==> src/source/serialLinkPkg.sv <==
// line type, transmitter state type, default word width and synchronizer depth
`default_nettype none

package serialLinkPkg;

  // dual-rail line: bit 0 toggles for a zero, bit 1 toggles for a one
  typedef logic [1:0] lineT;

  // transmitter FSM
  typedef enum logic [1:0] {
    TxIdle,    // waiting for a word in the holding register
    TxSend,    // toggle one rail for the current bit
    TxWaitAck  // wait for ack parity to catch up with the line
  } txStateT;

  localparam int DefaultWidth      = 8; // word width unless the top says otherwise
  localparam int DefaultSyncStages = 2; // flops per synchronizer chain

endpackage : serialLinkPkg

`default_nettype wire

==> src/source/bitSynchronizer.sv <==
// multi-flop synchronizer for asynchronous line inputs
`timescale 1ns/1ps
`default_nettype none

module bitSynchronizer #(
  parameter int Width  = 1,
  parameter int Stages = 2
) (
  input  wire logic             clock,
  input  wire logic [Width-1:0] in,
  output logic      [Width-1:0] out
);

  logic [Width-1:0] syncChain [Stages]; // [0] samples the async input

  // no reset here, a cleared chain would look like a toggle to the far end
  always_ff @(posedge clock) begin
    syncChain[0] <= in;
    for (int i = 1; i < Stages; i++) begin
      syncChain[i] <= syncChain[i-1]; // one more flop per stage
    end
  end

  assign out = syncChain[Stages-1]; // last stage is safe to use

endmodule : bitSynchronizer

`default_nettype wire

==> src/source/serialLink.sv <==
// top level: transmitter and receiver joined by the dual-rail line
`timescale 1ns/1ps
`default_nettype none

module serialLink import serialLinkPkg::*; #(
  parameter int Width = DefaultWidth
) (
  input  wire logic             clock,
  input  wire logic             resetQ,
  // upstream words
  input  wire logic [Width-1:0] inData,
  input  wire logic             inValid,
  output logic                  inReady,
  // downstream words
  output logic      [Width-1:0] outData,
  output logic                  outValid,
  input  wire logic             outReady
);

  lineT lineData; // tx -> rx toggles
  logic lineAck;  // rx -> tx parity ack

  serialTransmitter #(
    .Width     (Width),
    .SyncStages(DefaultSyncStages)
  ) transmitter0 (
    .clock   (clock),
    .resetQ  (resetQ),
    .inData  (inData),
    .inValid (inValid),
    .inReady (inReady),
    .lineData(lineData),
    .lineAck (lineAck)
  );

  // same depth at both ends so the round trip is symmetric
  serialReceiver #(
    .Width     (Width),
    .SyncStages(DefaultSyncStages)
  ) receiver0 (
    .clock   (clock),
    .resetQ  (resetQ),
    .lineData(lineData),
    .lineAck (lineAck),
    .outData (outData),
    .outValid(outValid),
    .outReady(outReady)
  );

endmodule : serialLink

`default_nettype wire

==> src/source/serialReceiver.sv <==
// serial receiver: toggle decoder, word assembly and valid/ready output
`timescale 1ns/1ps
`default_nettype none

module serialReceiver import serialLinkPkg::*; #(
  parameter int Width      = DefaultWidth,
  parameter int SyncStages = DefaultSyncStages
) (
  input  wire logic             clock,
  input  wire logic             resetQ,
  input  wire lineT             lineData,
  output logic                  lineAck,
  output logic      [Width-1:0] outData,
  output logic                  outValid,
  input  wire logic             outReady
);

  localparam int CountWidth = (Width > 1) ? $clog2(Width) : 1;

  lineT                  lineSync;  // line after the synchronizer
  lineT                  lineSyncQ; // previous synchronized sample
  logic [CountWidth-1:0] bitCount;
  logic                  bitValid;
  logic                  bitValue;

  bitSynchronizer #(
    .Width ($bits(lineT)),
    .Stages(SyncStages)
  ) lineSync0 (
    .clock(clock),
    .in   (lineData),
    .out  (lineSync)
  );

  // parity of the line moved away from our ack, so one rail toggled
  assign bitValid = (lineAck != ^lineSync);
  assign bitValue = lineSyncQ[1] ^ lineSync[1]; // rail 1 moved means a one

  always_ff @(posedge clock) begin
    if (resetQ) begin
      outValid <= 1'b0;
      bitCount <= '0;
      lineAck  <= ^lineSync; // lock onto whatever the line shows now
    end else begin
      if (outValid) begin
        if (outReady) begin
          outValid <= 1'b0;
          lineAck  <= ^lineSync; // last bit acked only once the word has left
        end
      end else if (bitValid) begin
        outData <= {bitValue, outData[Width-1:1]}; // lsb first, enters at the top
        if (bitCount == CountWidth'(Width - 1)) begin
          outValid <= 1'b1;
          bitCount <= '0;
          // hold the ack, this is the back-pressure path
        end else begin
          lineAck  <= ^lineSync;
          bitCount <= bitCount + 1'b1;
        end
      end
    end
  end

  // edge reference for bit decode, runs through reset
  always_ff @(posedge clock) begin
    lineSyncQ <= lineSync;
  end

endmodule : serialReceiver

`default_nettype wire

==> src/source/serialTransmitter.sv <==
// serial transmitter: holding register, shift register and dual-rail toggle FSM
`timescale 1ns/1ps
`default_nettype none

module serialTransmitter import serialLinkPkg::*; #(
  parameter int Width      = DefaultWidth,
  parameter int SyncStages = DefaultSyncStages
) (
  input  wire logic             clock,
  input  wire logic             resetQ,
  input  wire logic [Width-1:0] inData,
  input  wire logic             inValid,
  output logic                  inReady,
  output lineT                  lineData,
  input  wire logic             lineAck
);

  localparam int CountWidth = (Width > 1) ? $clog2(Width) : 1;

  txStateT               txState;
  logic [Width-1:0]      holdData;  // one word buffered ahead of the line
  logic                  holdFull;
  logic [Width-1:0]      shiftData; // low bit goes out next
  logic [CountWidth-1:0] bitCount;
  logic                  ackSync;
  logic                  ackDone;

  // ack comes from the receiver, possibly another domain
  bitSynchronizer #(
    .Width (1),
    .Stages(SyncStages)
  ) ackSync0 (
    .clock(clock),
    .in   (lineAck),
    .out  (ackSync)
  );

  assign inReady = !holdFull;               // only stalls when the buffer is occupied
  assign ackDone = (ackSync == ^lineData);  // receiver has consumed the last toggle

  // upstream side, fills the holding register whenever it is empty
  always_ff @(posedge clock) begin
    if (resetQ) begin
      holdFull <= 1'b0;
    end else begin
      if (inValid && inReady) begin
        holdData <= inData;
        holdFull <= 1'b1;
      end else if ((txState == TxIdle) && holdFull) begin
        holdFull <= 1'b0; // FSM takes the word this cycle
      end
    end
  end

  // line side FSM
  always_ff @(posedge clock) begin
    if (resetQ) begin
      txState  <= TxIdle;
      bitCount <= '0;
      // lineData keeps its value so the receiver can lock onto it
    end else begin
      case (txState)
        TxIdle: begin
          if (holdFull) begin
            shiftData <= holdData;
            bitCount  <= '0;
            txState   <= TxSend;
          end
        end
        TxSend: begin
          // one rail flips per bit, rail 1 for a one
          lineData  <= lineData ^ (shiftData[0] ? lineT'(2'b10) : lineT'(2'b01));
          shiftData <= shiftData >> 1;
          txState   <= TxWaitAck;
        end
        TxWaitAck: begin
          if (ackDone) begin
            if (bitCount == CountWidth'(Width - 1)) begin
              bitCount <= '0;
              txState  <= TxIdle; // word done
            end else begin
              bitCount <= bitCount + 1'b1;
              txState  <= TxSend;
            end
          end
        end
        default: txState <= TxIdle;
      endcase
    end
  end

endmodule : serialTransmitter

`default_nettype wire

==> config.mk <==
export PLATFORM = sky130hd
export DESIGN_NAME = serialLink
export DESIGN_NICKNAME = d
export VERILOG_FILES = /design/src/source/serialLinkPkg.sv /design/src/source/bitSynchronizer.sv /design/src/source/serialLink.sv /design/src/source/serialReceiver.sv /design/src/source/serialTransmitter.sv
export SDC_FILE = /design/constraint.sdc
export NUM_CORES = 1
export LEC_CHECK = 0
export BUFFER_PORTS_ARGS = -buffer_cell sky130_fd_sc_hd__buf_2
export CORE_UTILIZATION = 35
export CTS_BUF_LIST = sky130_fd_sc_hd__clkbuf_2 sky130_fd_sc_hd__clkbuf_4 sky130_fd_sc_hd__clkbuf_8
export DETAILED_ROUTE_END_ITERATION = 12
export PLACE_DENSITY = 0.59
export SYNTH_ARGS = -nofsm -noshare
export SYNTH_HDL_FRONTEND = slang
export SYNTH_SLANG_ARGS = --single-unit
==> constraint.sdc <==
create_clock -name clock -period 1.9 [get_ports clock]
set_input_delay 0.095 -clock clock [delete_from_list [all_inputs] [get_ports clock]]
set_output_delay 0.095 -clock clock [all_outputs]
set_load 0.005 [all_outputs]
==> qor.txt, run 1 <==
Worst path max stage delay: 0.47 ns
Yosys reg bits: 44
Crit-path max FO: 8
Initial drt markers: 28
Placed inst area: 0.00184 mm2
Place WS: 0.156 ns
Hold Crit Class: in2reg
Syn avg cell area: 15.7 um2
Critical path class: reg2reg
All-Layer GR Usage: 10.7%
FF-to-FF path depth: 3
Period utilization: 90.1%
Core area: 0.00444 mm2
Lkg Pwr: 0.799 nW
Synth Cell Area: 0.00166 mm2
Number of buffers created by CTS: 5
Ant. Diodes: 0
Cell Chain, Critical Path: xor3_1, nand2_1, nor2_1
Number of global-route vias before repair: 947
Reg2reg end: receiver0.outData[0]
Outcome: complete, no violations
Buffer depth of the longest clock path: 2
Global-route wire length before repair: 4110 um
Cell variety after synth: 24
Die X: 70.9 um
Final worst setup slack: 0.188 ns
Reg2Reg Setup Slack: 0.19 ns
Worst Tran Pin Value: 0.593 ns
Peak supply drop: 0.469 mV
Sequential area share after synthesis: 69.3%
Critical path required time: 1.82 ns
Final setup fails: 0
Post_cts resized: 0
Largest net degree at the start of global routing: 21
Setup Fix Bufs, Post-CTS: 0
Commonest non-fill, non-tap cell in the layout: edfxtp_1
Via/cell ratio: 4.57
Syn_nets: 122
RR Startpoint: receiver0.lineSync0.syncChain[0][3]
Layout area overhead: 21.4%
Post-route setup TNS: 0 ns
Clock Latency Late Sink: 0.28 ns
DIE AREA: 0.00503 mm2
Initial antenna violation count: 0
CP endpoint: receiver0.outData[0]
Fmax: 584 MHz
Unrepaired setup endpoints after global routing: no
Crit path launch: receiver0.lineSync0.syncChain[0][3]
Port bufs: 21
Pwr per Cell Area: 911 mW/mm2
Die Y-Extent: 70.9 um
Layout net count: 158
Final Hold Fails: 0
Yosys Warn Count: 0
Post-route DRC: 0
Final Critical Period: 1.71 ns
Final Cell Area: 0.00202 mm2
CTS Hold Bufs: 8
# fillers: 423
Global placer's final weighted congestion: 0.726
Post-Route WL: 2320 um
CP max stage cell: nor2_1
Htree depth: 2
Initial Utilization: 37.4%
Routed WL per cell: 11.9 um
CTS tree: done
Worst-path clk slew: 0.07 ns
Commonest non-fill, non-tap cells in the layout: edfxtp_1, buf_2, dfxtp_1
Total clock sinks: 44
Final core occ: 45.4%
Final HPWL DP: 1630 um
Worst Skew: 0.00196 ns
Crit path DAT: 1.64 ns
Share of cells above drive strength 1: 29.4%
Max Cap Violations: 0
IO Pins: 22
DR vias: 892
Post-synth top area share: 48.8%
Row count: 24
Post-route ant nets: 0
Root Buffer: clkbuf_8
Cell count after synthesis: 106
Pre-antenna DRT Iters: 6
Max-slew headroom: 60.3%
Worst setup EP type: register
Max-slew violations: 0
Main area contributors after synthesis: edfxtp_1, dfxtp_1, mux2_2
Leading area contributor after synthesis: edfxtp_1
CP Launch Type: register
Grt ovf: 0
==> sequential cells by signal, indices dropped and copies added, names as in the netlist <==
signal                           flops
transmitter0.shiftData               8
transmitter0.holdData                8
transmitter0.ackSync0.syncChain      2
receiver0.bitCount                   3
transmitter0.txState                 2
receiver0.outData                    8
receiver0.lineAck                    1
transmitter0.holdFull                1
receiver0.lineSyncQ                  1
transmitter0.bitCount                3
receiver0.outValid                   1
transmitter0.lineData                2
receiver0.lineSync0.syncChain        4
==> layer usage <==
metal | GRT usage [%] | wire length [um]
met3 | 3.56 | 98
met1 | 14.2 | 1130
met5 | 0 | 0
met4 | 5.33 | 38
met2 | 15.9 | 1050
==> cells by family (layout without fill, tap and decap cells) <==
kind of cell             Yosys count  in the layout  share of synthesized area [%]
AO/OA/AOI/OAI                     11             11                           3.69
XOR/XNOR                           7              7                           6.33
adder cells (fa/ha/maj)            4              4                           3.01
buffers and inverters              5             42                           1.13
flip-flops                        44             44                           69.3
multiplexers                      10             10                           7.45
AND/OR/NAND/NOR                   25             25                           9.11
==> worst min path at each step <==
stage / start / to / slack, ns / depth (start not counted)
2_1_floorplan: inData[0] / transmitter0.holdData[0] / 0.19 / 0
3_3_place_gp: inData[5] / transmitter0.holdData[5] / 0.27 / 1
3_5_place_dp: inData[2] / transmitter0.holdData[2] / 0.27 / 1
4_1_cts: outReady / receiver0.outValid / 0.005 / 2
5_1_grt: outReady / receiver0.outValid / 0.008 / 2
6_report: outReady / receiver0.outValid / 0.02 / 2
==> power breakdown <==
group	internal (mW)	leakage, nW	switching [mW]
combinational	0.0843	0.357	0.0704
sequential	1.08	0.392	0.0272
clock	0.305	0.0493	0.273
total	1.47	0.799	0.371
==> cells in the mapped netlist (all sizes together) <==
cell type and number:
nand3 2, xnor3 1, dfxtp 17, nor2b 6, o31ai 1, nand2 1, a21oi 5, nand2b 1
edfxtp 27, nor3 3, nor2 4, xor3 2, o21ai 4, xor2 3, inv 2, nor3b 5
xnor2 1, mux2 10, clkbuf 3, or3b 1, or4 2, o32ai 1, ha 4
==> through the flow <==
step / std cells / hold WS (ns) / total power, mW
4_1_cts: 195 / 0.00496 / 1.87
5_1_grt: 195 / 0.00821 / 1.94
6_report: 195 / 0.0163 / 1.84
3_5_place_dp: 179 / 0.273 / 1.27
2_1_floorplan: 106 / 0.194 / 1.21
3_3_place_gp: 179 / 0.271 / 1.27
==> critical path: cells and delay by family, from the launching register on <==
family        cells  cell delay (ns)
xor+xnor          1             0.43
flops             1             0.36
simple gates      2             0.56
==> layout make-up <==
type / instances / area (um2) / area share [%]
Timing Repair Buffer: 32 / 208 / 10.3
Inverter: 2 / 7.51 / 0.372
Sequential cell: 44 / 1150 / 57.1
Tap cell: 52 / 65.1 / 3.23
Clock buffer: 7 / 90.1 / 4.47
Clock inverter: 1 / 3.75 / 0.186
Multi-Input combinational cell: 57 / 492 / 24.4
Note: power is estimated with default switching activity, not from simulation.
==> run 2: changes to the inputs <==
--- a/config.mk
+++ b/config.mk
@@ -7,9 +7,8 @@
 export LEC_CHECK = 0
 export BUFFER_PORTS_ARGS = -buffer_cell sky130_fd_sc_hd__buf_2
 export CORE_UTILIZATION = 35
-export CTS_BUF_LIST = sky130_fd_sc_hd__clkbuf_2 sky130_fd_sc_hd__clkbuf_4 sky130_fd_sc_hd__clkbuf_8
+export CTS_BUF_LIST = sky130_fd_sc_hd__clkbuf_8 sky130_fd_sc_hd__clkbuf_16
 export DETAILED_ROUTE_END_ITERATION = 12
-export PLACE_DENSITY = 0.59
 export SYNTH_ARGS = -nofsm -noshare
 export SYNTH_HDL_FRONTEND = slang
 export SYNTH_SLANG_ARGS = --single-unit
==> qor.txt, run 2 (synthesis results as in run 1) <==
Critical path class: reg2reg
Final HPWL DP: 1750 um
DIE AREA: 0.00503 mm2
RR Startpoint: receiver0.lineSync0.syncChain[0][3]
Layout net count: 158
Worst setup EP type: register
Global placer's final weighted congestion: 0.710
Pwr per Cell Area: 894 mW/mm2
Tot Pwr: 1.79 mW
Unrepaired setup endpoints after global routing: no
Worst-path clk slew: 0.07 ns
Final Hold Fails: 0
All-Layer GR Usage: 10.9%
Final Cell Area: 0.00200 mm2
Final core occ: 45.1%
Commonest non-fill, non-tap cell in the layout: edfxtp_1
Layout area overhead: 20.6%
DR vias: 918
Grt ovf: 0
Setup Fix Bufs, Post-CTS: 0
Worst path max stage delay: 0.48 ns
Outcome: complete, no violations
Placed insts: 179
Final Critical Period: 1.76 ns
Critical path required time: 1.83 ns
Post-route setup TNS: 0 ns
CTS tree: done
Crit-path max FO: 8
Top Metal Used: met4
Worst Skew: 0.00254 ns
Post-Route WL: 2470 um
Placed inst area: 0.00184 mm2
Hold_sp: outReady
Root Buffer: clkbuf_8
Fmax: 567 MHz
Lkg Pwr: 0.798 nW
Global-route wire length before repair: 4140 um
Crit path launch: receiver0.lineSync0.syncChain[0][3]
Die Y-Extent: 70.9 um
Initial antenna violation count: 0
Final setup fails: 0
Total clock sinks: 44
Largest net degree at the start of global routing: 21
Post_cts resized: 0
Initial Utilization: 37.4%
Max-slew headroom: 59.2%
Buffer depth of the longest clock path: 2
Pre-antenna DRT Iters: 6
Clock Latency Late Sink: 0.29 ns
Die X: 70.9 um
Worst Tran Pin Value: 0.609 ns
Row count: 24
Core area: 0.00444 mm2
Post-route DRC: 0
Routed WL per cell: 12.7 um
Crit path DAT: 1.70 ns
Share of cells above drive strength 1: 28.0%
Max Cap Violations: 0
CTS Hold Bufs: 8
Post-layout instance count excluding filler cells: 195
Met2 WL: 1120 um
Largest regs: receiver0.outData (8), transmitter0.holdData (8), transmitter0.shiftData (8)
Port bufs: 21
Max-slew violations: 0
Via/cell ratio: 4.71
Period utilization: 92.9%
IO Pins: 22
Post-route ant nets: 0
Number of buffers created by CTS: 5
CP max stage cell: nor2_1
Hold Crit Class: in2reg
Htree depth: 2
Number of global-route vias before repair: 966
CP Launch Type: register
Peak supply drop: 0.467 mV
Commonest non-fill, non-tap cells in the layout: edfxtp_1, buf_2, dfxtp_1
Met3 wire len: 139 um
Metal1 wirelength: 1170 um
Initial drt markers: 21
Cell Chain, Critical Path: xor3_1, nand2_1, nor2_1
Ant. Diodes: 0
==> run 2: final timing paths <==
check / cells after the start / to / slack, ns
worst max-delay path: 3 / receiver0.outData[0] / 0.14
worst min-delay path: 2 / receiver0.outValid / 0.02
worst max register to register: 3 / receiver0.outData[0] / 0.14
worst min register to register: 0 / receiver0.lineSync0.syncChain[0][3] / 0.33
==> run 2: final cells by class <==
class                      instances  area, um2
fill                             423       2440
timing repair buffer              32        208
tap                               52       65.1
multi-input combinational         57        492
clock buffer                       5       68.8
sequential                        44       1150
clock inverter                     3       11.3
inverter                           2       7.51
==> run 2: metal layers <==
| metal | track usage, % | vias to the layer above |
|---|---|---|
| li1 | - | 458 |
| met1 | 13.2 | 426 |
| met2 | 17.0 | 29 |
| met3 | 3.56 | 5 |
| met4 | 6.67 | 0 |
| met5 | 0 | - |
==> run 2: critical path: cells and delay by family, from the launching register on <==
kind	cells	cell delay (ns)
and+or+nand+nor	2	0.59
DFF	1	0.36
xor gates and xnor gates	1	0.45
==> run 2: stage by stage <==
stage	setup WS, ns	hold WS, ns
2_1_floorplan	0.259	0.194
3_3_place_gp	0.200	0.271
3_5_place_dp	0.125	0.273
4_1_cts	0.109	0.00791
5_1_grt	0.0278	0.0238
6_report	0.135	0.0161
==> run 2: report_power, final <==
part	switching, mW	internal (mW)
combinational	0.0719	0.0841
sequential	0.0276	1.08
clock	0.285	0.245
total	0.384	1.41
==> run 3: changes to the inputs <==
--- a/config.mk
+++ b/config.mk
@@ -5,6 +5,7 @@
 export SDC_FILE = /design/constraint.sdc
 export NUM_CORES = 1
 export LEC_CHECK = 0
+export ABC_AREA = 1
 export BUFFER_PORTS_ARGS = -buffer_cell sky130_fd_sc_hd__buf_2
 export CORE_UTILIZATION = 35
 export CTS_BUF_LIST = sky130_fd_sc_hd__clkbuf_8 sky130_fd_sc_hd__clkbuf_16
==> qor.txt, run 3 <==
Via/cell ratio: 4.58
Share of cells above drive strength 1: 23.3%
All-Layer GR Usage: 12.2%
CTS tree: done
Post-route setup TNS: 0 ns
Final HPWL DP: 1860 um
Synth cell count leaders: nand2_1, edfxtp_1, dfxtp_1
Worst path max stage delay: 0.41 ns
Global placer's final weighted congestion: 0.663
Initial drt markers: 33
Setup Fix Bufs, Post-CTS: 0
Number of global-route vias before repair: 1,083
Row count: 24
Leading area contributor after synthesis: edfxtp_1
Unrepaired setup endpoints after global routing: no
DR vias: 1,103
Worst Hold Slack: 0.0891 ns
Cell variety after synth: 22
Grt ovf: 0
Critical path class: reg2reg
IO Pins: 22
Synth Cell Area: 0.00170 mm2
Outcome: complete, no violations
Ys async rst share: 0%
Buffer depth of the longest clock path: 2
Die X: 71.7 um
Worst-path clk slew: 0.08 ns
Fmax: 698 MHz
Crit-path max FO: 10
Lkg Pwr: 0.885 nW
Post-route ant nets: 0
Final Critical Period: 1.43 ns
DIE AREA: 0.00514 mm2
Sequential area share after synthesis: 67.7%
Syn avg cell area: 11.3 um2
Worst setup EP type: register
Cell Chain, Critical Path: inv_2, nor2_4, inv_2, a21oi_1, buf_4
Ant. Diodes: 0
Pwr per Cell Area: 923 mW/mm2
Worst Tran Pin Value: 0.636 ns
Yosys Warn Count: 0
Die Y-Extent: 71.7 um
Critical path required time: 1.91 ns
Initial Utilization: 37.7%
Most common cell in the synthesized netlist: nand2_1
Crit path DAT: 1.44 ns
Period utilization: 75.4%
Yosys reg bits: 44
Global-route wire length before repair: 4570 um
Post-Route WL: 2700 um
CP max stage cell: dfxtp_1
Dominant synthesized flop cell: edfxtp_1
Layout area overhead: 21.6%
Largest net degree at the start of global routing: 14
Clock Latency Late Sink: 0.29 ns
Worst Skew: 0.00606 ns
Max-slew violations: 0
Max Cap Violations: 0
CP Launch Type: register
Final Hold Fails: 0
Post-synth top area share: 47.7%
Core area: 0.00450 mm2
CTS Hold Bufs: 8
Root Buffer: clkbuf_8
Peak supply drop: 0.381 mV
Post_cts resized: 0
Number of buffers created by CTS: 5
Number of flops mapped to enable cells by yosys: 27
Initial antenna violation count: 0
Commonest non-fill, non-tap cells in the layout: nand2_1, edfxtp_1, buf_2
Cell count after synthesis: 151
Syn_nets: 167
Commonest non-fill, non-tap cell in the layout: nand2_1
Routed WL per cell: 11.2 um
Total clock sinks: 44
Largest regs: receiver0.outData (8), transmitter0.holdData (8), transmitter0.shiftData (8)
Layout net count: 204
Final setup fails: 0
Pre-antenna DRT Iters: 4
Htree depth: 2
Port bufs: 21
CP most frequent cell: inv_2
Post-route DRC: 0
Main area contributors after synthesis: edfxtp_1, dfxtp_1, nand2_1
Final core occ: 45.9%
Hold Crit Class: in2reg
Max-slew headroom: 57.5%
[run 3: cell count changes after synthesis, moves of 4 or more]
cell,change
nand2_1,+39
inv_1,+13
mux2_2,-7
nand3_1,+6
nor2_1,+6
nor2b_1,-6
nor3b_1,-5
inv_2,+4
[run 3: cell type report]
type	instances	area, um2
clock buffers	5	68.8
multi-input cells	87	472
flip-flops and latches	44	1150
clock inverters	3	37.5
well taps	52	65.1
repair buffers	31	200
inverters	19	71.3
fillers	429	2440
[run 3: worst paths after layout]
kind | to | slack (ns) | cells after the start | from
worst max register to register | transmitter0.shiftData[2] | 0.47 | 5 | transmitter0.txState[0]
worst min register to register | transmitter0.ackSync0.syncChain[0][1] | 0.33 | 0 | transmitter0.ackSync0.syncChain[0][0]
worst min-delay path | transmitter0.holdFull | 0.09 | 3 | inValid
worst max-delay path | transmitter0.shiftData[2] | 0.47 | 5 | transmitter0.txState[0]
[run 3: logic make-up (layout without fill, tap and decap cells)]
| kind of cell | after synthesis | in the layout | synth area share [%] |
|---|---|---|---|
| flops | 44 | 44 | 67.7 |
| compound gates | 14 | 14 | 4.93 |
| simple gates | 66 | 66 | 18.3 |
| fa+ha+maj | 4 | 4 | 2.95 |
| xor+xnor | 3 | 3 | 1.55 |
| buf+inv | 20 | 58 | 4.49 |
[run 3: power by group]
| group | leakage (nW) | internal (mW) | switching (mW) |
|---|---|---|---|
| clock network | 0.0607 | 0.383 | 0.300 |
| logic | 0.432 | 0.0617 | 0.0796 |
| registers | 0.392 | 1.06 | 0.0222 |
[run 3: routing by layer]
metal  GRT usage, %  vias to the layer above  share of wire [%]
li1               -                      565                  -
met1           12.9                      495                 44
met2           20.5                       37                 48
met3           5.49                        6                6.1
met4           5.88                        0                2.2
met5              0                        -                  0
[run 3: stage by stage]
step	setup slack (ns)	area (um2)	std cells	power, mW
after floorplan	0.337	1700	151	1.19
after global placement	0.539	1880	225	1.22
after detailed placement	0.485	1880	225	1.23
after CTS	0.466	2070	241	1.92
after global routing	0.382	2070	241	1.99
final	0.467	2070	241	1.91
[run 3: critical path: cells and delay by family (launching register included)]
| kind | cells | cell delay [ns] |
|---|---|---|
| DFF | 1 | 0.41 |
| buffers and inverters | 3 | 0.38 |
| and+or+nand+nor | 1 | 0.19 |
| AOI/OAI and AO/OA | 1 | 0.17 |
